File: config.mk
export PLATFORM = sky130hd
export DESIGN_NAME = axi_bridge_top
export DESIGN_NICKNAME = d
export VERILOG_FILES = /design/src/verilog/axi_bridge_pkg.sv /design/src/verilog/axi_bridge_top.sv /design/src/verilog/line_write_engine.sv /design/src/verilog/line_read_engine.sv /design/src/verilog/read_arbiter.sv
export SDC_FILE = /design/constraint.sdc
export NUM_CORES = 1
export LEC_CHECK = 0
export BUFFER_PORTS_ARGS = -buffer_cell sky130_fd_sc_hd__buf_2
export CORE_AREA = 2 2 253 255
export DETAILED_ROUTE_END_ITERATION = 10
export DIE_AREA = 0 0 255 257
export PLACE_DENSITY_LB_ADDON = 0.2
export SLEW_MARGIN = 30
export SYNTH_ARGS = -nofsm -noshare
export SYNTH_HDL_FRONTEND = slang
export SYNTH_HIERARCHICAL = 1
export SYNTH_SLANG_ARGS = --single-unit
File: constraint.sdc
create_clock -name clk -period 10.75 [get_ports clk]
set_input_delay 2.15 -clock clk [delete_from_list [all_inputs] [get_ports clk]]
set_output_delay 2.15 -clock clk [all_outputs]
set_load 0.1 [all_outputs]
File: src/verilog/axi_bridge_pkg.sv
package axi_bridge_pkg;

    localparam int ADDR_W = 32;
    localparam int DATA_W = 32;
    localparam int BEATS  = 4;                 // beats per cache line
    localparam int LINE_W = BEATS * DATA_W;    // 128
    localparam int ID_W   = 4;

    typedef logic [ADDR_W-1:0]        addr_t;
    typedef logic [DATA_W-1:0]        word_t;
    typedef logic [LINE_W-1:0]        line_t;  // word 0 in the low bits
    typedef logic [ID_W-1:0]          axi_id_t;
    typedef logic [$clog2(BEATS)-1:0] beat_cnt_t;

    // read address channel
    typedef struct packed {
        axi_id_t id;
        addr_t   addr;
    } axi_ar_t;

    // read data channel
    typedef struct packed {
        axi_id_t    id;
        word_t      data;
        logic [1:0] resp;
        logic       last;
    } axi_r_t;

    // write address, burst shape is fixed so only the address travels
    typedef struct packed {
        addr_t addr;
    } axi_aw_t;

    typedef struct packed {
        word_t                 data;
        logic [DATA_W/8-1:0]   strb;
        logic                  last;
    } axi_w_t;

    typedef enum logic [1:0] {
        RD_IDLE,
        RD_ADDR,
        RD_DATA
    } rd_state_e;

    typedef enum logic [1:0] {
        WR_IDLE,
        WR_ADDR,
        WR_DATA,
        WR_RESP
    } wr_state_e;

endpackage
File: src/verilog/axi_bridge_top.sv
`timescale 1ns/1ns

module axi_bridge_top #(
    parameter axi_bridge_pkg::axi_id_t ICACHE_ID = 4'd0,
    parameter axi_bridge_pkg::axi_id_t DCACHE_ID = 4'd1
) (
    input  logic                    clk,
    input  logic                    resetn,
    // external AXI port
    output axi_bridge_pkg::axi_ar_t ar,
    output logic                    arvalid,
    input  logic                    arready,
    input  axi_bridge_pkg::axi_r_t  r,
    input  logic                    rvalid,
    output logic                    rready,
    output axi_bridge_pkg::axi_aw_t aw,
    output logic                    awvalid,
    input  logic                    awready,
    output axi_bridge_pkg::axi_w_t  w,
    output logic                    wvalid,
    input  logic                    wready,
    input  logic [1:0]              bresp,     // not checked by the write engine
    input  logic                    bvalid,
    output logic                    bready,
    // icache refill
    input  logic                    icache_rd_req,
    input  axi_bridge_pkg::addr_t   icache_rd_addr,
    output logic                    icache_rd_rdy,
    output logic                    icache_ret_valid,
    output axi_bridge_pkg::line_t   icache_ret_data,
    // dcache refill
    input  logic                    dcache_rd_req,
    input  axi_bridge_pkg::addr_t   dcache_rd_addr,
    output logic                    dcache_rd_rdy,
    output logic                    dcache_ret_valid,
    output axi_bridge_pkg::line_t   dcache_ret_data,
    // dcache writeback
    input  logic                    dcache_wr_req,
    input  axi_bridge_pkg::addr_t   dcache_wr_addr,
    input  axi_bridge_pkg::line_t   dcache_wr_data,
    output logic                    dcache_wr_rdy
);
    import axi_bridge_pkg::*;

    axi_ar_t i_ar, d_ar;
    logic    i_arvalid, i_arready, d_arvalid, d_arready;
    axi_r_t  i_r, d_r;
    logic    i_rvalid, i_rready, d_rvalid, d_rready;

    line_read_engine #(.rd_id(ICACHE_ID)) u_iread (
        .clk(clk), .resetn(resetn),
        .rd_req(icache_rd_req), .rd_addr(icache_rd_addr), .rd_rdy(icache_rd_rdy),
        .ret_valid(icache_ret_valid), .ret_data(icache_ret_data),
        .ar(i_ar), .arvalid(i_arvalid), .arready(i_arready),
        .r(i_r), .rvalid(i_rvalid), .rready(i_rready)
    );

    line_read_engine #(.rd_id(DCACHE_ID)) u_dread (
        .clk(clk), .resetn(resetn),
        .rd_req(dcache_rd_req), .rd_addr(dcache_rd_addr), .rd_rdy(dcache_rd_rdy),
        .ret_valid(dcache_ret_valid), .ret_data(dcache_ret_data),
        .ar(d_ar), .arvalid(d_arvalid), .arready(d_arready),
        .r(d_r), .rvalid(d_rvalid), .rready(d_rready)
    );

    read_arbiter #(.icache_id(ICACHE_ID), .dcache_id(DCACHE_ID)) u_rd_arb (
        .clk(clk), .resetn(resetn),
        .i_ar(i_ar), .i_arvalid(i_arvalid), .i_arready(i_arready),
        .d_ar(d_ar), .d_arvalid(d_arvalid), .d_arready(d_arready),
        .ar(ar), .arvalid(arvalid), .arready(arready),
        .r(r), .rvalid(rvalid), .rready(rready),
        .i_r(i_r), .i_rvalid(i_rvalid), .i_rready(i_rready),
        .d_r(d_r), .d_rvalid(d_rvalid), .d_rready(d_rready)
    );

    // writeback has the write channels to itself
    line_write_engine u_dwrite (
        .clk(clk), .resetn(resetn),
        .wr_req(dcache_wr_req), .wr_addr(dcache_wr_addr), .wr_data(dcache_wr_data),
        .wr_rdy(dcache_wr_rdy),
        .aw(aw), .awvalid(awvalid), .awready(awready),
        .w(w), .wvalid(wvalid), .wready(wready),
        .bvalid(bvalid), .bready(bready)
    );

endmodule

File: src/verilog/line_write_engine.sv
`timescale 1ns/1ns

module line_write_engine (
    input  logic                    clk,
    input  logic                    resetn,
    // cache side
    input  logic                    wr_req,
    input  axi_bridge_pkg::addr_t   wr_addr,
    input  axi_bridge_pkg::line_t   wr_data,
    output logic                    wr_rdy,
    // write address
    output axi_bridge_pkg::axi_aw_t aw,
    output logic                    awvalid,
    input  logic                    awready,
    // write data
    output axi_bridge_pkg::axi_w_t  w,
    output logic                    wvalid,
    input  logic                    wready,
    // write response
    input  logic                    bvalid,
    output logic                    bready
);
    import axi_bridge_pkg::*;

    wr_state_e state;
    beat_cnt_t beat_cnt;
    addr_t     addr_q;
    line_t     line_q;
    logic      last_beat;
    logic      beat_hs;

    assign last_beat = (beat_cnt == beat_cnt_t'(BEATS - 1));
    assign beat_hs   = wvalid && wready;

    always_ff @(posedge clk) begin
        if (!resetn) begin
            state    <= WR_IDLE;
            beat_cnt <= '0;
        end else begin
            case (state)
                WR_IDLE: begin
                    if (wr_req) begin
                        state <= WR_ADDR;
                    end
                end
                WR_ADDR: begin
                    if (awready) begin
                        state    <= WR_DATA;
                        beat_cnt <= '0;
                    end
                end
                WR_DATA: begin
                    if (beat_hs) begin
                        beat_cnt <= beat_cnt + 1'b1;
                        if (last_beat) begin
                            state <= WR_RESP;
                        end
                    end
                end
                WR_RESP: begin
                    // response code not checked
                    if (bvalid) begin
                        state <= WR_IDLE;
                    end
                end
                default: state <= WR_IDLE;
            endcase
        end
    end

    // address and line captured at acceptance
    always_ff @(posedge clk) begin
        if (state == WR_IDLE && wr_req) begin
            addr_q <= wr_addr;
            line_q <= wr_data;
        end
    end

    assign wr_rdy  = (state == WR_IDLE);
    assign awvalid = (state == WR_ADDR);
    assign wvalid  = (state == WR_DATA);
    assign bready  = (state == WR_RESP);

    assign aw = '{addr: addr_q};

    // word 0 goes out first
    always_comb begin
        w.data = line_q[beat_cnt*DATA_W +: DATA_W];
        w.strb = '1;         // full lines only
        w.last = last_beat;
    end

endmodule

File: src/verilog/line_read_engine.sv
`timescale 1ns/1ns

module line_read_engine #(
    parameter axi_bridge_pkg::axi_id_t rd_id = '0
) (
    input  logic                    clk,
    input  logic                    resetn,
    // cache side
    input  logic                    rd_req,
    input  axi_bridge_pkg::addr_t   rd_addr,
    output logic                    rd_rdy,
    output logic                    ret_valid,
    output axi_bridge_pkg::line_t   ret_data,
    // read address toward the arbiter
    output axi_bridge_pkg::axi_ar_t ar,
    output logic                    arvalid,
    input  logic                    arready,
    // read data, already steered by id
    input  axi_bridge_pkg::axi_r_t  r,
    input  logic                    rvalid,
    output logic                    rready
);
    import axi_bridge_pkg::*;

    rd_state_e state;
    beat_cnt_t beat_cnt;
    addr_t     addr_q;
    line_t     fill_q;     // words collected so far
    line_t     fill_line;  // fill_q with the current beat merged in
    logic      beat_hs;

    assign beat_hs = rvalid && rready;

    always_comb begin
        fill_line = fill_q;
        fill_line[beat_cnt*DATA_W +: DATA_W] = r.data;  // beat k -> word k
    end

    always_ff @(posedge clk) begin
        if (!resetn) begin
            state     <= RD_IDLE;
            beat_cnt  <= '0;
            ret_valid <= 1'b0;
        end else begin
            ret_valid <= 1'b0;
            case (state)
                RD_IDLE: begin
                    if (rd_req) begin
                        state <= RD_ADDR;
                    end
                end
                RD_ADDR: begin
                    if (arready) begin
                        state    <= RD_DATA;
                        beat_cnt <= '0;
                    end
                end
                RD_DATA: begin
                    if (beat_hs) begin
                        beat_cnt <= beat_cnt + 1'b1;
                        if (r.last) begin
                            state     <= RD_IDLE;
                            ret_valid <= 1'b1;  // one cycle, line already in ret_data
                        end
                    end
                end
                default: state <= RD_IDLE;
            endcase
        end
    end

    // payload, only qualified by the control state above
    always_ff @(posedge clk) begin
        if (state == RD_IDLE && rd_req) begin
            addr_q <= rd_addr;
        end
        if (state == RD_DATA && beat_hs) begin
            fill_q <= fill_line;
            if (r.last) begin
                ret_data <= fill_line;  // held until the next refill ends
            end
        end
    end

    assign rd_rdy  = (state == RD_IDLE);
    assign arvalid = (state == RD_ADDR);
    assign rready  = (state == RD_DATA);
    assign ar      = '{id: rd_id, addr: addr_q};

endmodule

File: src/verilog/read_arbiter.sv
`timescale 1ns/1ns

module read_arbiter #(
    parameter axi_bridge_pkg::axi_id_t icache_id = 4'd0,
    parameter axi_bridge_pkg::axi_id_t dcache_id = 4'd1
) (
    input  logic                    clk,
    input  logic                    resetn,
    // requests from the two refill engines
    input  axi_bridge_pkg::axi_ar_t i_ar,
    input  logic                    i_arvalid,
    output logic                    i_arready,
    input  axi_bridge_pkg::axi_ar_t d_ar,
    input  logic                    d_arvalid,
    output logic                    d_arready,
    // external read address
    output axi_bridge_pkg::axi_ar_t ar,
    output logic                    arvalid,
    input  logic                    arready,
    // external read data
    input  axi_bridge_pkg::axi_r_t  r,
    input  logic                    rvalid,
    output logic                    rready,
    // read data back to the engines
    output axi_bridge_pkg::axi_r_t  i_r,
    output logic                    i_rvalid,
    input  logic                    i_rready,
    output axi_bridge_pkg::axi_r_t  d_r,
    output logic                    d_rvalid,
    input  logic                    d_rready
);
    import axi_bridge_pkg::*;

    logic gnt_held;   // a request is stalled waiting for arready
    logic gnt_d_q;    // owner of the held grant, 1 = dcache
    logic sel_d;
    logic to_i;
    logic to_d;

    // dcache wins when nothing is held
    assign sel_d = gnt_held ? gnt_d_q : d_arvalid;

    assign ar        = sel_d ? d_ar : i_ar;
    assign arvalid   = sel_d ? d_arvalid : i_arvalid;
    assign d_arready = sel_d && arready;
    assign i_arready = !sel_d && arready;

    // keep the winner until its address is taken
    always_ff @(posedge clk) begin
        if (!resetn) begin
            gnt_held <= 1'b0;
            gnt_d_q  <= 1'b0;
        end else begin
            gnt_held <= arvalid && !arready;
            gnt_d_q  <= sel_d;
        end
    end

    // read data steering by id
    assign to_i = (r.id == icache_id);
    assign to_d = (r.id == dcache_id);

    assign i_r      = r;
    assign d_r      = r;
    assign i_rvalid = rvalid && to_i;
    assign d_rvalid = rvalid && to_d;

    always_comb begin
        if (to_d) begin
            rready = d_rready;
        end else if (to_i) begin
            rready = i_rready;
        end else begin
            rready = 1'b0;  // unknown id, nobody takes it
        end
    end

endmodule

==> results.md, run 1 <==
- Status: finished, final reports clean
- Core Rows: 92
- Peak VDD IR: 0.282 mV
- Area of the multi-input gates: 4320 um2
- First-pass GRT wire length: 105000 um
- Post-route ant nets: 0
- Initial drt markers: 1128
- Clock root cell: clkbuf_16
- Clock Pin Slew Worst Setup and Hold Paths: 0.06 ns
- Gr usage total: 22.0%
- Clk_lat worst skew: 0.61 ns
- # nets final: 2493
- Die width: 255 um
- Depth of the most critical reg-to-reg path: 4
- Initial Utilization: 45.1%
- TritonRoute pass-1 iters: 5
- Min Clock Period, post-route: 5.21 ns
- Final setup viols: 0
- Pre-CTS setup slack: 5.17 ns
- Max Cap Viol: 0
- Power Total: 0.00741 W
- Critical Path RT: 8.60 ns
- Min-Delay Endpoint: u_dwrite/state[0]$_SDFFE_PN0P_
- Final HPWL DP: 50200 um
- Leakage: 12.2 nW
- Via Count: 15800
- Max Clk Rate: 192 MHz
- Pin count of the biggest net entering global routing: 94
- TritonCTS buffer count: 79
- Hold Path Stages: 2
- # clock sinks: 752
- Worst slew pin tran: 0.924 ns
- RSZ-0062 raised after global routing: no
- FF+latch area: 22400 um2
- Worst setup margin: 5.54 ns
- # H-tree levels: 3
- Vias in the first global route: 16000
- Hold Path Origin: u_dwrite/state[0]$_SDFFE_PN0P_
- Max Clock Skew: 0.0191 ns
- Syn avg cell area: 17.7 um2
- Cts repair resizes: 0
- Post-route design area: 34200 um2
- Residual DRC: 0
- Cell count after synthesis: 1602
- Hold Crit Class: register to register
- Setup TNS: 0 ns
- Hold Fails Final Rpt: 0
- Setup crit start kind: primary input
- Clock buffer depth: 3
- Crit path DAT: 3.06 ns
- Number of I/O port buffers: 634
- IO Count: 646
- Post-CTS setup buffer count: 0
- Filler cells: 5046
- Tcrit/Tclk final: 48.5%
- DP Cell Count: 2967
- CTS tree: built
- Grt ovf: 0
- Area growth syn-to-layout: 21.0%
- Pwr dens: 216 nW/um2
- Layout cells sized above 1: 38.0%
- Synth Warn #: 6
- WL/cell: 23.4 um
- Initial antenna violation count: 13
- Final Slew Violations: 0
- Die area: 65500 um2
- R2r setup slk: 7.62 ns
- Core Area: 62700 um2
- Worst reg2reg startpoint: u_iread/state[1]$_SDFFE_PN0P_
- Slew margin rel.: 38.4%
- Crit path max fanout: 3
- Hold bufs inserted after CTS: 0
- Post-DP Area: 31700 um2
- Setup crit end kind: primary output
- Post-synthesis cell area: 28300 um2
- Die height: 257 um
- Final Wtd Congestion: 0.833
- WL final: 72700 um
- Crit path kind: primary input to primary output
- Non-filler instance count after layout: 3115
- Via density per instance: 5.08
- R2R Path End: u_iread/ret_data[46]$_DFFE_PP_
[stage by stage]
| stage | utilization [%] | hold slack, ns |
|---|---|---|
| 6_report | 54.6 | 0.514 |
| 5_1_grt | 54.6 | 0.547 |
| 4_1_cts | 54.6 | 0.522 |
| 3_5_place_dp | 50.5 | 0.516 |
| 3_3_place_gp | 50.5 | 0.481 |
| 2_1_floorplan | - | 0.468 |
[registers in the layout, indices dropped and copies added, names as in the netlist, 32 cells and up]
| signal | cells |
|---|---|
| u_dread/fill_q | 128 |
| u_dwrite/line_q | 128 |
| u_dwrite/aw | 32 |
| u_dread/addr_q | 32 |
| u_iread/ret_data | 128 |
| u_iread/addr_q | 32 |
| u_dread/ret_data | 128 |
| u_iread/fill_q | 128 |
[layout by cell type (no fill, tap or decap), types with 3 or more instances in the layout]
cell       count
and2_4         3
nor2b_1        8
clkinv_4       3
o21ai_0       80
bufinv_16      8
conb_1        12
buf_2        634
mux4_2        32
inv_6          4
clkbuf_16     79
a21oi_1        5
a211oi_1       4
inv_2          4
diode_2        4
dfxtp_1       15
o22ai_1        4
and2_1         8
mux2i_1        3
o2bb2ai_1      3
clkinv_2      16
inv_1        143
edfxtp_1     736
a22o_1       124
clkinv_1      13
mux2_4         7
clkbuf_1      17
buf_4         19
ha_1          14
mux2_2        29
nor2_1         7
nand2_1      136
o21ai_1       53
[layer usage]
| layer | vias to the layer above | global-route usage, % | part of all wire, % |
|---|---|---|---|
| met5 | - | 0 | 0.052 |
| met4 | 6 | 6.19 | 2.6 |
| met3 | 129 | 6.55 | 8.2 |
| met2 | 671 | 37.4 | 51 |
| met1 | 7844 | 27.1 | 39 |
| li1 | 7163 | - | - |
[worst max-delay path: stages]
cell and delay (ns):
buf_2 0.12, mux2i_1 0.11, nor4_1 0.20, buf_2 0.48
[area by class of cell]
| class | count | area share (%) |
|---|---|---|
| inverter | 148 | 1.63 |
| timing repair buffer | 655 | 9.75 |
| clock buffer | 96 | 5.96 |
| multi-input combinational | 566 | 12.6 |
| tap | 846 | 3.09 |
| antenna | 4 | 0.0292 |
| sequential | 752 | 65.5 |
| clock inverter | 48 | 1.43 |
[how the worst max path moves through the flow]
stage	from	endpoint	slack [ns]	cells after the start
after floorplan	r[38]	rready	3.49	1
after global placement	r[36]	u_dread/ret_data[82]$_DFFE_PP_	5.23	6
after detailed placement	r[36]	u_dread/ret_data[81]$_DFFE_PP_	5.17	6
after CTS	r[35]	rready	5.54	4
after global routing	r[35]	rready	5.49	4
final	r[35]	rready	5.54	4
[report_power, final]
group	internal, W	total [W]	switching (W)
Sequential	0.00342	0.00346	0.0000453
Clock	0.00156	0.00268	0.00112
Combinational	0.000226	0.00127	0.00104
(Power assumes the default switching activity.)
==> inputs of run 2 (changes only) <==
- CORE_AREA: 2 2 253 255 -> 2 2 251 253
- DIE_AREA: 0 0 255 257 -> 0 0 253 255
- clock period: 10.75 -> 4.3 ns (I/O delays scaled with it)
==> run 2 against run 1 <==
Setup slack worse by 4.9 ns. Count of clock-buffer cells in the layout up 1. Core utilization up 0.42 points. Combinational power up 150%. Hold slack worse by 0.11 ns. Critical path type is now register to primary output. Critical endpoint is now ar[14].
==> results.md, run 2 (synthesis gave the netlist of run 1 again) <==
- # H-tree levels: 3 (unchanged)
- RSZ-0062 raised after global routing: no (unchanged)
- WL final: 74200 um (was 72700 um)
- Via density per instance: 5.22 (was 5.08)
- Hold_ws: 0.409 ns (was 0.514 ns)
- TritonRoute pass-1 iters: 5 (unchanged)
- Min Clock Period, post-route: 3.65 ns
- Final Wtd Congestion: 0.845 (was 0.833)
- Die height: 255 um (was 257 um)
- # clock sinks: 752 (unchanged)
- Depth of the most critical reg-to-reg path: 6 (was 4)
- Crit path DAT: 2.79 ns (was 3.06 ns)
- Hold Fails Final Rpt: 0 (unchanged)
- Setup TNS: 0 ns (unchanged)
- Vias in the first global route: 15700 (was 16000)
- Filler cells: 4989 (was 5046)
- Layout cells sized above 1: 38.0% (about the same)
- Die area: 64500 um2 (was 65500 um2)
- Setup crit end: ar[14] (was rready)
- Peak VDD IR: 0.611 mV (was 0.282 mV)
- Grt peak-use layer: met2 (unchanged)
- WL/cell: 24.2 um (was 23.4 um)
- Pin count of the biggest net entering global routing: 88 (was 94)
- Most common cell after layout, fill and taps aside: edfxtp_1 (unchanged)
- # nets final: 2502 (was 2493)
- Initial antenna violation count: 6 (was 13)
- Hold bufs inserted after CTS: 0 (unchanged)
- Initial drt markers: 1321 (was 1128)
- Met2 Use GR: 37.4% (about the same)
- IO Count: 646 (unchanged)
- Final Slew Violations: 0 (unchanged)
- Core Rows: 92 (unchanged)
- Max Cap Viol: 0 (unchanged)
- CTS tree: built (unchanged)
- Critical Path RT: 3.44 ns (was 8.60 ns)
- Slew margin rel.: 42.7% (was 38.4%)
- Leakage: 12.2 nW (about the same)
- Pwr dens: 530 nW/um2 (was 216 nW/um2)
- Cts repair resizes: 0 (unchanged)
- Final HPWL DP: 51700 um (was 50200 um)
- Crit path kind: register to primary output (was primary input to primary output)
- Setup crit start kind: register (was primary input)
- TritonCTS buffer count: 77 (was 79)
- Clock root cell: clkbuf_16 (unchanged)
- First-pass GRT wire length: 105000 um (about the same)
- Via Count: 16000 (was 15800)
- Clock buffer depth: 3 (unchanged)
- Worst reg2reg startpoint: u_dread/beat_cnt[0]$_SDFFE_PN0P_ (was u_iread/state[1]$_SDFFE_PN0P_)
- Crit path max fanout: 27 (was 3)
- Crit path launch: u_dread/state[1]$_SDFFE_PN0P_ (was r[35])
- Hold Path Origin: dcache_wr_data[9] (was u_dwrite/state[0]$_SDFFE_PN0P_)
- Initial Utilization: 45.5% (was 45.1%)
- Post-CTS setup buffer count: 0 (unchanged)
- Max Clock Skew: 0.0356 ns (was 0.0191 ns)
- Grt met3 use: 6.03% (was 6.55%)
- Core Area: 62200 um2 (was 62700 um2)
- GR Util met1: 28.6% (was 27.1%)
- Max Clk Rate: 274 MHz
- Grt ovf: 0 (unchanged)
- R2r setup slk: 1.50 ns (was 7.62 ns)
- Area growth syn-to-layout: 20.8% (was 21.0%)
- Tcrit/Tclk final: 84.9%
- Worst slew pin tran: 0.848 ns (was 0.924 ns)
- Clk_lat worst skew: 0.63 ns (was 0.61 ns)
- Residual DRC: 0 (unchanged)
- Clock Pin Slew Worst Setup and Hold Paths: 0.06 ns (about the same)
- Hold Crit Class: primary input to register (was register to register)
- Status: finished, final reports clean (unchanged)
- Final setup viols: 0 (unchanged)
- Gr usage total: 22.4% (was 22.0%)
- Number of I/O port buffers: 634 (unchanged)
- R2R Path End: u_dread/fill_q[39]$_DFFE_PP_ (was u_iread/ret_data[46]$_DFFE_PP_)
- Setup crit end kind: primary output (unchanged)
- Die width: 253 um (was 255 um)
- Post-route ant nets: 0 (unchanged)
- Most frequent cells in the layout: 736 x edfxtp_1, 634 x buf_2, 143 x inv_1 (unchanged)
==> run 2: changes by cell type in the layout (fill, tap and decap cells not counted), sizes merged <==
| cell | previous run | this run |
|---|---|---|
| clkinv | 34 | 37 |
| buf | 655 | 666 |
| bufinv | 8 | 2 |
| inv | 153 | 149 |
| diode | 4 | 2 |
| clkbuf | 96 | 97 |
| clkinvlp | 1 | 2 |
==> run 2: through the flow <==
stage	cell area, um2	setup WS, ns	total power, W	instances	utilization [%]
floorplan	28300	0.483	0.0114	1610	-
global placement	31800	1.03	0.0120	2930	51.2
detailed placement	31800	1.01	0.0121	2930	51.2
CTS	34200	0.580	0.0183	3069	55.0
global route	34200	0.446	0.0187	3072	55.0
finish	34200	0.648	0.0181	3072	55.0
==> run 2: how the worst min path moves through the flow <==
stage	end	slack (ns)	depth (start not counted)
after floorplan	u_dwrite/state[1]$_SDFFE_PN0P_	0.47	2
after global placement	u_dwrite/state[1]$_SDFFE_PN0P_	0.48	2
after detailed placement	u_dwrite/state[1]$_SDFFE_PN0P_	0.51	2
after CTS	u_dwrite/line_q[113]$_DFFE_PP_	0.37	1
after global routing	u_dwrite/line_q[51]$_DFFE_PP_	0.37	1
final	u_dwrite/line_q[9]$_DFFE_PP_	0.41	1
==> run 2: worst max-delay path: stages, from the launching register on <==
cell,delay (ns)
dfxtp_1,0.44
nor2b_1,0.13
mux2i_4,0.44
buf_4,0.47
mux2_2,0.40
buf_2,0.30
==> run 2: power breakdown <==
group          leakage, nW  switching (W)  internal (W)  total (W)
clock network         1.14        0.00274       0.00349    0.00623
logic                 5.05        0.00258      0.000582    0.00317
registers             6.00       0.000160       0.00854    0.00870
total                 12.2        0.00549        0.0126     0.0181
==> run 2: layer usage <==
layer  vias to the layer above  wire length (um)
met5                         -                37
met4                         6              2110
met3                       118              6100
met2                       708             37200
met1                      8020             28800
li1                       7191                 -
==> run 2: area by class of cell <==
type                            instances  area [um2]  area share (%)
Timing Repair Buffer                  666        3510            10.3
Tap cell                              799        1000            2.92
Inverter                              148         558            1.63
Antenna cell                            2        5.00          0.0146
Clock inverter                         42         317           0.926
Clock buffer                           97        2030            5.95
Sequential cell                       752       22400            65.6
Multi-Input combinational cell        566        4330            12.7
==> inputs of run 3 (changes only) <==
- clock period: 4.3 -> 3.14 ns (I/O delays scaled with it)
==> run 3 against run 2 <==
Critical path depth stayed put. Sequential power grew 37%. Non-clock buffer count is 14 higher. Critical endpoint is now ar[17]. Largest power group unchanged.
==> results.md, run 3 (synthesis gave the netlist of run 1 again) <==
- Post-route design area: 34800 um2 (was 34200 um2)
- WL final: 75400 um (was 74200 um)
- Post-route ant nets: 0 (unchanged)
- Layout cells sized above 1: 38.6% (was 38.0%)
- Worst setup margin: 0.144 ns (was 0.648 ns)
- TritonCTS buffer count: 77 (unchanged)
- Crit path kind: register to primary output (unchanged)
- Initial Utilization: 45.5% (unchanged)
- Hold bufs inserted after CTS: 0 (unchanged)
- Filler cells: 4963 (was 4989)
- Peak VDD IR: 0.682 mV (was 0.611 mV)
- Grt ovf: 0 (unchanged)
- Number of I/O port buffers: 634 (unchanged)
- Tcrit/Tclk final: 95.4%
- Worst slew pin tran: 0.950 ns (was 0.848 ns)
- Initial antenna violation count: 11 (was 6)
- Clock root cell: clkbuf_16 (unchanged)
- Non-filler instance count after layout: 3086 (was 3072)
- Slew margin rel.: 36.7% (was 42.7%)
- # H-tree levels: 3 (unchanged)
- Setup TNS: 0 ns (unchanged)
- Hold Fails Final Rpt: 0 (unchanged)
- Die height: 255 um (unchanged)
- # nets final: 2516 (was 2502)
- Max Clk Rate: 334 MHz
- Via Count: 16100 (was 16000)
- Critical Path RT: 2.51 ns (was 3.44 ns)
- Final Slew Violations: 0 (unchanged)
- Most frequent cells in the layout: 736 x edfxtp_1, 596 x buf_2, 143 x inv_1 (was 736 x edfxtp_1, 634 x buf_2, 143 x inv_1)
- First-pass GRT wire length: 107000 um (was 105000 um)
- Min Clock Period, post-route: 3.00 ns
- Hold Crit Class: primary input to register (unchanged)
- Vias in the first global route: 16300 (was 15700)
- WL/cell: 24.4 um (was 24.2 um)
- Post-DP Area: 32200 um2 (was 31800 um2)
- DP Cell Count: 2945 (was 2930)
- Die area: 64500 um2 (unchanged)
- Leakage: 12.4 nW (was 12.2 nW)
- Setup crit start kind: register (unchanged)
- Final setup viols: 0 (unchanged)
- Crit path DAT: 2.37 ns (was 2.79 ns)
- CTS tree: built (unchanged)
- Core Rows: 92 (unchanged)
- Final Core Density: 56.0% (was 55.0%)
- Final HPWL DP: 52400 um (was 51700 um)
- # clock sinks: 752 (unchanged)
- Die width: 253 um (unchanged)
- Most common cell after layout, fill and taps aside: edfxtp_1 (unchanged)
- Clk_lat worst skew: 0.61 ns (was 0.63 ns)
- RSZ-0062 raised after global routing: yes (was no)
- Clock Pin Slew Worst Setup and Hold Paths: 0.06 ns (about the same)
- R2r setup slk: 0.52 ns (was 1.50 ns)
- Crit path max fanout: 13 (was 27)
- Area growth syn-to-layout: 23.0% (was 20.8%)
- Gr usage total: 22.8% (was 22.4%)
- Initial drt markers: 1473 (was 1321)
- Pre-CTS setup slack: 0.520 ns (was 1.01 ns)
- Core Area: 62200 um2 (unchanged)
- Via density per instance: 5.23 (was 5.22)
- Final Wtd Congestion: 0.838 (was 0.845)
- IO Count: 646 (unchanged)
- Clock buffer depth: 3 (unchanged)
- Pin count of the biggest net entering global routing: 80 (was 88)
- TritonRoute pass-1 iters: 6 (was 5)
- Setup crit end kind: primary output (unchanged)
- Pwr dens: 738 nW/um2 (was 530 nW/um2)
- Status: finished, final reports clean (unchanged)
- Max Clock Skew: 0.0222 ns (was 0.0356 ns)
- Max Cap Viol: 0 (unchanged)
- Residual DRC: 0 (unchanged)
run 3: timing repair:
item                       in CTS  in global routing
setup endpoints to repair      17                 24
gates resized for setup         1                 25
buffers inserted                0                  0
run 3: worst paths after layout:
path                                                        from                              to  cells past startpoint
worst max register to register  u_dread/beat_cnt[0]$_SDFFE_PN0P_   u_dread/fill_q[113]$_DFFE_PP_                      5
worst max-delay path               u_dread/state[0]$_SDFFE_PN0P_                          ar[17]                      5
worst min register to register    u_dwrite/state[1]$_SDFFE_PN0P_  u_dwrite/state[1]$_SDFFE_PN0P_                      2
worst min-delay path                          dcache_wr_data[13]   u_dwrite/line_q[13]$_DFFE_PP_                      1
run 3: critical path, cell delays in order, from the launching register on:
cell	delay [ns]
dfxtp_1	0.41
nor2b_1	0.33
mux2i_4	0.13
buf_4	0.22
mux2_2	0.24
buf_2	0.42
run 3: layout make-up:
cell class | instances | area [um2] | share of cell area, %
antenna | 2 | 5.00 | 0.0144
clock buffer | 96 | 2070 | 5.95
clock inverter | 43 | 435 | 1.25
multi-input combinational | 566 | 4320 | 12.4
timing repair buffer | 680 | 3980 | 11.4
tap | 799 | 1000 | 2.87
inverter | 148 | 558 | 1.60
sequential | 752 | 22400 | 64.4
run 3: stage by stage:
step | hold slack, ns | power (W)
6_report | 0.188 | 0.0257
5_1_grt | 0.160 | 0.0264
4_1_cts | 0.145 | 0.0259
3_5_place_dp | 0.524 | 0.0168
3_3_place_gp | 0.480 | 0.0167
2_1_floorplan | 0.468 | 0.0156
run 3: per-layer routing:
| metal | vias to the layer above | track usage, % | wire length (um) |
|---|---|---|---|
| li1 | 7212 | - | - |
| met1 | 8053 | 29.0 | 29100 |
| met2 | 747 | 37.9 | 37600 |
| met3 | 124 | 6.18 | 6480 |
| met4 | 10 | 7.90 | 2150 |
| met5 | - | 0 | 48 |
run 3: power by group:
part | total (W) | switching [W] | internal (W)
clock | 0.00910 | 0.00382 | 0.00528
combinational | 0.00469 | 0.00361 | 0.00108
sequential | 0.0119 | 0.000198 | 0.0117
